--- src/verilog/dnn_mem_pkg.sv ---
/* Shared widths, queue depths and request types for the DNN memory read adapter.
   Modules take what they need from here with a wildcard import in their header. */
package dnn_mem_pkg;

	// byte address and data word widths
	localparam int ADDR_W = 32;
	localparam int DATA_W = 64;
	// word count of one macro request
	localparam int SIZE_W = 10;

	// every micro read fetches one 64-bit word
	localparam int WORD_BYTES = 8;

	// default queue depth is 2**Q_LOG_DEPTH entries
	localparam int Q_LOG_DEPTH = 4;

	// reads issued but not yet handed to the input buffer
	localparam int MAX_OUTSTANDING = 16;
	localparam int OUT_CNT_W = $clog2(MAX_OUTSTANDING + 1);

	typedef logic [ADDR_W-1:0] addr_t;
	typedef logic [DATA_W-1:0] data_t;
	typedef logic [SIZE_W-1:0] size_t;

	// one macro read as it sits in the intake queue
	typedef struct packed {
		addr_t addr;
		size_t size;
	} macro_req_t;

endpackage
--- src/verilog/fifo_if.sv ---
/* Queue port bundle between a mem_fifo and its producer and consumer.
   The payload type is set per instance. */
`timescale 1ns/100ps

interface fifo_if #(
	parameter type T = logic
);

	// producer side
	logic push;
	T     push_data;
	logic full;

	// consumer side, head entry valid while empty is low
	logic pop;
	T     pop_data;
	logic empty;

	// writes into the queue
	modport enq (
		output push, push_data,
		input  full
	);

	// reads the head and pops it
	modport deq (
		output pop,
		input  pop_data, empty
	);

	// the storage itself
	modport store (
		input  push, push_data, pop,
		output full, pop_data, empty
	);

endinterface

--- src/verilog/dnn_rd_adapter.sv ---
/* Read side of the DNN accelerator memory adapter, top level.
   Connects the macro and request queues, the sequencer and the read tracker. */
`timescale 1ns/100ps

module dnn_rd_adapter
	import dnn_mem_pkg::*;
(
	input  logic  clk,
	input  logic  rst,

	// macro read requests from the accelerator
	input  logic  rd_req,
	input  addr_t rd_addr,
	input  size_t rd_req_size,
	output logic  rd_ready,

	// memory request port
	output logic  mem_req_valid,
	output addr_t mem_req_addr,
	input  logic  mem_req_grant,

	// memory response port
	input  logic  mem_resp_valid,
	input  data_t mem_resp_data,
	output logic  mem_resp_grant,

	// accelerator input buffer
	input  logic  inbuf_full,
	output logic  inbuf_push,
	output data_t data_to_inbuf
);

	logic issue;
	logic track_full;
	logic track_idle;

	// queued macro reads and queued micro read addresses
	fifo_if #(.T(macro_req_t)) macro_q ();
	fifo_if #(.T(addr_t))      req_q ();

	mem_fifo #(.T(macro_req_t)) macro_fifo (
		.clk (clk),
		.rst (rst),
		.q   (macro_q.store)
	);

	mem_fifo #(.T(addr_t)) req_fifo (
		.clk (clk),
		.rst (rst),
		.q   (req_q.store)
	);

	rd_sequencer sequencer (
		.clk           (clk),
		.rst           (rst),
		.rd_req        (rd_req),
		.rd_addr       (rd_addr),
		.rd_req_size   (rd_req_size),
		.rd_ready      (rd_ready),
		.macro_in      (macro_q.enq),
		.macro_out     (macro_q.deq),
		.req_in        (req_q.enq),
		.req_out       (req_q.deq),
		.mem_req_valid (mem_req_valid),
		.mem_req_addr  (mem_req_addr),
		.mem_req_grant (mem_req_grant),
		.issue         (issue),
		.track_full    (track_full),
		.track_idle    (track_idle)
	);

	read_tracker tracker (
		.clk            (clk),
		.rst            (rst),
		.issue          (issue),
		.track_full     (track_full),
		.track_idle     (track_idle),
		.mem_resp_valid (mem_resp_valid),
		.mem_resp_data  (mem_resp_data),
		.mem_resp_grant (mem_resp_grant),
		.inbuf_full     (inbuf_full),
		.inbuf_push     (inbuf_push),
		.data_to_inbuf  (data_to_inbuf)
	);

endmodule

--- src/verilog/read_tracker.sv ---
/* Counts outstanding micro reads, buffers in-order memory responses and pushes
   them into the accelerator input buffer under its back-pressure. */
`timescale 1ns/100ps

module read_tracker
	import dnn_mem_pkg::*;
(
	input  logic  clk,
	input  logic  rst,

	// from the sequencer
	input  logic  issue,
	output logic  track_full,
	output logic  track_idle,

	// memory response port
	input  logic  mem_resp_valid,
	input  data_t mem_resp_data,
	output logic  mem_resp_grant,

	// accelerator input buffer
	input  logic  inbuf_full,
	output logic  inbuf_push,
	output data_t data_to_inbuf
);

	// reads issued and not yet delivered
	logic [OUT_CNT_W-1:0] outstanding;

	// response queue, this module is both producer and consumer
	fifo_if #(.T(data_t)) resp_q ();

	mem_fifo #(
		.T (data_t)
	) resp_fifo (
		.clk (clk),
		.rst (rst),
		.q   (resp_q.store)
	);

	assign track_full = (outstanding == OUT_CNT_W'(MAX_OUTSTANDING));
	assign track_idle = (outstanding == '0);

	// take a response whenever there is space for it
	assign resp_q.push      = mem_resp_valid && !resp_q.full;
	assign resp_q.push_data = mem_resp_data;
	assign mem_resp_grant   = resp_q.push;

	// responses come back in issue order, so the queue head is the oldest read
	assign inbuf_push    = !resp_q.empty && !track_idle && !inbuf_full;
	assign resp_q.pop    = inbuf_push;
	assign data_to_inbuf = resp_q.pop_data;

	always_ff @(posedge clk) begin
		if (rst) begin
			outstanding <= '0;
		end else begin
			case ({issue, inbuf_push})
				2'b10:   outstanding <= outstanding + 1'b1;
				2'b01:   outstanding <= outstanding - 1'b1;
				// issue and delivery together cancel out
				default: outstanding <= outstanding;
			endcase
		end
	end

endmodule

--- src/verilog/rd_sequencer.sv ---
/* Accepts macro reads, breaks each into one 8-byte micro read per word and
   presents the micro reads to the memory request port from the request queue. */
`timescale 1ns/100ps

module rd_sequencer
	import dnn_mem_pkg::*;
(
	input  logic  clk,
	input  logic  rst,

	// macro read intake
	input  logic  rd_req,
	input  addr_t rd_addr,
	input  size_t rd_req_size,
	output logic  rd_ready,

	// macro queue, both sides
	fifo_if.enq   macro_in,
	fifo_if.deq   macro_out,

	// micro read queue, both sides
	fifo_if.enq   req_in,
	fifo_if.deq   req_out,

	// memory request port
	output logic  mem_req_valid,
	output addr_t mem_req_addr,
	input  logic  mem_req_grant,

	// to and from the read tracker
	output logic  issue,
	input  logic  track_full,
	input  logic  track_idle
);

	// macro request currently being fractured
	logic  active;
	addr_t cur_addr;
	size_t words_left;

	logic load;
	logic last_word;

	// a request arriving while the queue is full is dropped
	assign macro_in.push      = rd_req && !macro_in.full;
	assign macro_in.push_data = '{addr: rd_addr, size: rd_req_size};

	// pick up the next macro read only when idle
	assign load          = !active && !macro_out.empty;
	assign macro_out.pop = load;

	// one micro read per cycle, needs room downstream and under the outstanding limit
	assign issue     = active && !req_in.full && !track_full;
	assign last_word = (words_left == size_t'(1));

	assign req_in.push      = issue;
	assign req_in.push_data = cur_addr;

	always_ff @(posedge clk) begin
		if (rst) begin
			active <= 1'b0;
		end else if (load) begin
			active <= 1'b1;
		end else if (issue && last_word) begin
			// done in the same cycle as the final word
			active <= 1'b0;
		end
	end

	// address and remaining count, only meaningful while active
	always_ff @(posedge clk) begin
		if (load) begin
			cur_addr   <= macro_out.pop_data.addr;
			words_left <= macro_out.pop_data.size;
		end else if (issue) begin
			cur_addr   <= cur_addr + addr_t'(WORD_BYTES);
			words_left <= words_left - size_t'(1);
		end
	end

	// head of the request queue held until granted
	assign mem_req_valid = !req_out.empty;
	assign mem_req_addr  = req_out.pop_data;
	assign req_out.pop   = mem_req_valid && mem_req_grant;

	// whole read side drained, nothing queued, issuing or outstanding
	assign rd_ready = macro_out.empty && req_out.empty && !active && track_idle;

endmodule

--- src/verilog/mem_fifo.sv ---
/* Synchronous circular-buffer FIFO behind a fifo_if store port.
   Push while full and pop while empty are ignored. */
`timescale 1ns/100ps

module mem_fifo
	import dnn_mem_pkg::*;
#(
	parameter type T = logic,
	parameter int LOG_DEPTH = Q_LOG_DEPTH
) (
	input logic clk,
	input logic rst,
	fifo_if.store q
);

	// storage, no reset needed on payload
	T mem [1 << LOG_DEPTH];

	logic [LOG_DEPTH-1:0] wr_ptr;
	logic [LOG_DEPTH-1:0] rd_ptr;
	// occupancy, one bit wider than the pointers
	logic [LOG_DEPTH:0]   count;

	logic do_push;
	logic do_pop;

	// top count bit is set only when every entry is taken
	assign q.full  = count[LOG_DEPTH];
	assign q.empty = (count == '0);

	assign do_push = q.push && !q.full;
	assign do_pop  = q.pop && !q.empty;

	// head entry shown combinationally
	assign q.pop_data = mem[rd_ptr];

	always_ff @(posedge clk) begin
		if (do_push) begin
			mem[wr_ptr] <= q.push_data;
		end
	end

	// pointers wrap on their own at the power-of-two depth
	always_ff @(posedge clk) begin
		if (rst) begin
			wr_ptr <= '0;
			rd_ptr <= '0;
			count  <= '0;
		end else begin
			if (do_push) begin
				wr_ptr <= wr_ptr + 1'b1;
			end
			if (do_pop) begin
				rd_ptr <= rd_ptr + 1'b1;
			end
			// push and pop together leave the count unchanged
			case ({do_push, do_pop})
				2'b10:   count <= count + 1'b1;
				2'b01:   count <= count - 1'b1;
				default: count <= count;
			endcase
		end
	end

endmodule

--- config.mk ---
export PLATFORM = sky130hd
export DESIGN_NAME = dnn_rd_adapter
export DESIGN_NICKNAME = d
export VERILOG_FILES = /design/src/verilog/dnn_mem_pkg.sv /design/src/verilog/fifo_if.sv /design/src/verilog/dnn_rd_adapter.sv /design/src/verilog/read_tracker.sv /design/src/verilog/rd_sequencer.sv /design/src/verilog/mem_fifo.sv
export SDC_FILE = /design/constraint.sdc
export NUM_CORES = 2
export LEC_CHECK = 0
export ABC_AREA = 1
export BUFFER_PORTS_ARGS = -buffer_cell sky130_fd_sc_hd__buf_2
export CORE_MARGIN = 8
export CORE_UTILIZATION = 65
export CTS_BUF_LIST = sky130_fd_sc_hd__clkbuf_8
export DETAILED_ROUTE_END_ITERATION = 12
export PLACE_DENSITY = 0.82
export SYNTH_ARGS = -nofsm -noshare
export SYNTH_HDL_FRONTEND = slang
export SYNTH_SLANG_ARGS = --single-unit
--- constraint.sdc ---
create_clock -name clk -period 4.4 [get_ports clk]
set_input_delay 0.44 -clock clk [delete_from_list [all_inputs] [get_ports clk]]
set_output_delay 0.44 -clock clk [all_outputs]
set_load 0.03 [all_outputs]
* Yosys cells after proc, flatten, opt, wreduce, memory -nomap -nowiden
Memory sizes are Yosys's and may differ from the RTL's. A register that Yosys moved wholly into a read port is not among the register bits.
Index checks and enable logic that the tools add are counted.
** Operators by class
- Mux-type cells :: 22
- Equal/unequal tests :: 10
- $add $sub $neg :: 16
- Reductions and logical operators :: 38
** Operators by type and width (count)
- $mux W32 :: 2
- $pmux W5 S2 :: 4
- $add A32 B4 Y32 const B :: 1
- $add A4 B1 Y4 const B :: 6
- $mux W4 :: 6
- $add A5 B1 Y5 const B :: 4
- $logic_not A5 Y1 :: 4
- $mux W10 :: 2
- $sub A5 B1 Y5 const B :: 4
- $logic_and A1 B1 Y1 :: 18
- $reduce_bool A2 Y1 :: 6
- $eq A10 B1 Y1 const B :: 1
- $logic_not A1 Y1 :: 10
- $sub A10 B1 Y10 const B :: 1
- $eq A2 B1 Y1 const B :: 4
- $eq A2 B2 Y1 const B :: 4
- $mux W1 :: 8
- $eq A5 B5 Y1 const B :: 1
** Storage, ports and cells
- Memory bits (writable) :: 2208
- Memories :: 3
- Logic and storage cells :: 102
- Output and inout bits :: 100
- Input bits :: 112
- Register bits after elaboration :: 87
** Memory list
- tracker.resp_fifo.mem :: words 16, width 64, read ports 1, clocked after Yosys merged registers in 1, write ports 1, RTL line mem_fifo.sv:17 : T mem [1 << LOG_DEPTH];
- macro_fifo.mem :: words 16, width 42, read ports 1, clocked after Yosys merged registers in 1, write ports 1, RTL line mem_fifo.sv:17
- req_fifo.mem :: words 16, width 32, read ports 1, clocked after Yosys merged registers in 1, write ports 1, RTL line mem_fifo.sv:17

* Depth between registers and ports, before layout
- Depth after elaboration :: 7
- Gate-level depth with buffers :: 16

* Hierarchy
Synthesis repeated with hierarchy kept, for this count alone.
** Second synthesis, totals
- Cell total of the unflattened synthesis :: 6730
- Area, all modules :: 94620.7 um2
** Modules (own cells, without submodules)
- mem_fifo (tracker.resp_fifo) :: times used 1, seq. area each 31089.8 um2, area each 41566.1 um2, cells each 2821
- mem_fifo (macro_fifo) :: times used 1, seq. area each 20519.7 um2, area each 27747.9 um2, cells each 1901
- mem_fifo (req_fifo) :: times used 1, seq. area each 15715.1 um2, area each 21524.4 um2, cells each 1482
- rd_sequencer :: times used 1, seq. area each 1281.2 um2, area each 3379.5 um2, cells each 462
- read_tracker :: times used 1, seq. area each 100.1 um2, area each 402.9 um2, cells each 64

* Least setup slack after synthesis
Ideal clock, no wire load.
- Path kind :: in2reg
- Start point :: input mem_resp_valid
- End point :: memory tracker.resp_fifo.mem[0][0] (netlist bit), enable pin
- Required time :: 3913 ps
- Setup slack :: 160 ps
- Stages :: 4
- Path buffers :: 0
- Library setup time :: 487 ps
- Data arrival time :: 3753 ps
- Cell sequence :: nand2_1 > inv_1 > nand2_1 > nor2_1
** Between the ends
- Longest elaborated chain between the ends :: 4
** Ends and longest elaborated chain
- start, declared :: RTL line dnn_rd_adapter.sv:23 : input logic mem_resp_valid,
- $logic_and A1 B1 Y1 :: RTL line read_tracker.sv:45 : assign resp_q.push = mem_resp_valid && !resp_q.full;
- via mem_resp_grant :: RTL line dnn_rd_adapter.sv:25 : output logic mem_resp_grant,
- $logic_and A1 B1 Y1 :: RTL line mem_fifo.sv:31 : assign do_push = q.push && !q.full;
- $mux W1 :: RTL line mem_fifo.sv:38 : if (do_push) begin
- $mux W1 (implied by the code) :: RTL line mem_fifo.sv:39 : mem[wr_ptr] <= q.push_data;
- end, declared :: RTL line mem_fifo.sv:17
The timed path passes the listed nets, and every way through them passes these cells.

==> results.md <==
- WS Path Type: flip-flop to output pin
- Final Hold Slack: 120 ps
- TNS Setup: 0 ps
- CTS sink cnt: roughly 2300
- Flops & latches, synth: about 2300
- # resized after CTS: 0
- Post-synth top area share: 0.733
- Pin count of the biggest net entering global routing: ~170
- Mapped Cells: 6501
- Syn avg cell area: 14.2 sq um
- Die area: 154000 sq um
- Final Hold Fails: 0
- Element type at the critical path end: output pin
- Clock tree buffer depth: 4
- Power Dens Cells: between 500 and 600 nW/um^2
- R2R cell count: 7
- Placeable Area: 141000 sq um
- Pre-Repair DR Iteration Count: 6
- PortBufs: 211
- Outcome: complete, no violations
- Gr ovfl total: 0
- Slew Viols, Final: 0
- Clock Tree Root: clkbuf_8
- CP cell instances: inv_8 -> buf_12 -> o211ai_1 -> o211ai_1 -> nand2_1 -> buf_2
- Data required, critical path: 3960 ps
- Area delta synth->final: 11.6%
- DRC viols: 0
- First DRT Iteration DRCs: 7266
- Relative slew slack: 0.0889
- CTS Buf Count: 362
- Total wire length: 224000 um
- Hold-fix buffers, CTS: 110
- First-pass GRT wire length: 332000 um
- Slew @ Worst Pin: roughly 1400 ps
- Worst setup SP type: flip-flop
- Setup Skew: 78.4 ps
- Period minus WS final: approximately 4000 ps
- Post-Syn Area: 92100 sq um
- Wirelength per Cell: 24.8 um
- Number of global-route vias before repair: 56500
- Total GRT Usage: 0.282
- Yosys warnings: 0
- Fin crit share: 0.917
- Synth area leaders: edfxtp_1 (73%), o21ai_0 (4.4%), mux2i_1 (4.2%)
- Buf/Inv on CP: 3
- Number of antenna violations at the first check in global routing: 24
- CP max FO: 134
- Yosys top cell by area: edfxtp_1
- Critical path arrival: 3590 ps
- GPL Wtd Cong: 0.805
- Max incr delay on CP: 780 ps
- Slowest cell on crit path: dfxtp_4
- Worst-path clk slew: roughly 60 ps
- Asr flop ratio synth: 0
- CP dominant cell by count: o211ai_1
- Synth Net Count: 6649
- Initial Util: 0.653
- CTS tree: built
- Clock latency on the worst-skew pair: 1080 ps
- Max rail drop VDD: ~500 uV
- Share of cells above drive strength 1: 0.117
- Levels on crit path: 6
- H-Tree Depth: 5
- Final net count: 7032
- Hold Path Stages: 5
- Die W: just under 400 um
- # Max-Cap Violations: 0
- RSZ-0062 raised after global routing: no
- Antenna Nets Post-Route: 0
- Post-layout util: 0.729
- Distinct cells, synth: 46
- Vias: 57700
- Hpwl dp: 115000 um
- Worst hold path class: input port to flip-flop
- I/O pin cnt: 212
- Seq/Total Area, Yosys: 0.746
- DIE HEIGHT: 392 um
- Row cnt: around 140
- Peak Freq: 0.248 GHz
- Number of synthesized flops with an enable pin: 2250
- Vias per inst: 6.37
- Post-CTS setup buffers: 0
- Delay-heaviest family, CP: buffers and inverters
- Static Leakage: around 35 nW
- Post-synth top flop: edfxtp_1
- Setup Viol. Count Final: 0
[flip-flops by register name, indices dropped and copies added, names as in the netlist, 5 cells and up, named ones only]
name and count:
macro_fifo.count 5, macro_fifo.mem 672, req_fifo.count 5, req_fifo.mem 512
sequencer.req_in.push_data 32, sequencer.words_left 10, tracker.outstanding 5, tracker.resp_fifo.count 5
tracker.resp_fifo.mem 1024
[area by class of cell]
type                       count  area (sq um)
sequential                  2307         68700
antenna                       22          55.1
inverter                     480          1830
clock buffer                 373          5130
clock inverter               243          1120
fill                        8343         38200
tap                         1890          2360
timing repair buffer         441          3570
multi-input combinational   3292         20100
[cells by family after synthesis]
| group | count (synthesis) | share of synthesized area |
|---|---|---|
| buffers and inverters | 902 | 0.0406 |
| adders and majority gates | 36 | 0.00513 |
| AOI/OAI and AO/OA | 1915 | 0.122 |
| xor gates and xnor gates | 38 | 0.00361 |
| and+or+nand+nor | 919 | 0.0412 |
| DFF | 2307 | 0.746 |
| muxes | 384 | 0.0417 |
[worst reg2reg max path: stages, from the launching register on]
cell	delay, ps
dfxtp_4	780
inv_8	450
buf_4	480
o21ai_0	270
o221ai_1	140
nand3_1	160
nand3_1	260
o21a_1	210
[power by group]
group	total [mW]	switching (mW)	leakage, nW	internal, mW
Combinational	15.9	11.0	10.2	4.96
Clock	16.1	7.97	3.62	8.10
Sequential	28.0	1.71	20.8	26.3
[routing by layer]
| metal | wire length [um] | track usage | up-vias |
|---|---|---|---|
| met5 | 27 | 0 | - |
| met4 | 6910 | 0.105 | 4 |
| met3 | 25800 | 0.0651 | 519 |
| met2 | 107000 | 0.449 | 3641 |
| met1 | 84200 | 0.384 | 28200 |
| li1 | - | - | 25300 |
[stage by stage]
step | instances | total power, mW | setup slack, ps | cell area [sq um]
2_1_floorplan | 6501 | 38.9 | 160 | 92100
3_3_place_gp | 8300 | 43.2 | 1530 | 95500
3_5_place_dp | 8300 | 43.8 | 1450 | 95500
4_1_cts | 9026 | 59.8 | 310 | 103000
5_1_grt | 9040 | 62.5 | 209 | 103000
6_report | 9048 | 60.0 | 365 | 103000
[synthesized netlist by cell type, types with 3 or more instances]
cell type	count
nand2_1	215
buf_2	94
ha_1	33
mux2i_1	384
a21oi_1	430
a31oi_1	16
o211ai_1	421
inv_1	472
o221ai_1	120
a32oi_1	3
nor2_1	481
nor3_1	16
a22oi_1	3
o21ai_1	48
edfxtp_1	2250
buf_1	19
dfxtp_1	57
buf_6	11
clkbuf_1	256
nand4_1	13
buf_4	41
inv_2	6
xor2_1	18
o22ai_1	48
fa_1	3
o21ai_0	807
a211oi_1	4
nand3_1	179
xnor2_1	20
a21o_1	10
[cell usage in the layout, fill, tap and decap left out, types with 3 or more instances in the layout]
cell,n
nand2_1,213
clkbuf_8,373
buf_2,211
clkinvlp_4,3
a31oi_1,16
a22oi_1,3
o221ai_1,120
mux2i_1,384
buf_12,41
inv_2,5
nor2_4,48
buf_4,79
xnor2_1,20
dfxtp_1,46
bufinv_16,5
o21ai_0,807
a211oi_1,4
inv_1,578
o211ai_1,421
nor2_1,433
o21ai_1,48
dfxtp_4,9
nand3_1,179
ha_1,33
fa_1,3
o22ai_1,48
clkinv_1,89
inv_6,4
diode_2,22
nand4_1,13
a21o_1,10
a32oi_1,3
edfxtp_1,2250
clkinv_2,35
nor3_1,16
nand2_2,4
dlygate4sd3_1,110
xor2_1,18
a21oi_1,430
[final timing paths]
| path | startpoint | endpoint | slack (ps) |
|---|---|---|---|
| hold reg to reg | tracker.resp_fifo.rd_ptr[3] | flip-flop | 440 |
| hold / removal | inbuf_full | tracker.resp_fifo.rd_ptr[0] | 120 |
| setup reg to reg | flip-flop | sequencer.req_in.push_data[24] | 1400 |
| setup / recovery | flip-flop | data_to_inbuf[10] | 370 |
No activity file was read; power rests on OpenSTA's default activity.
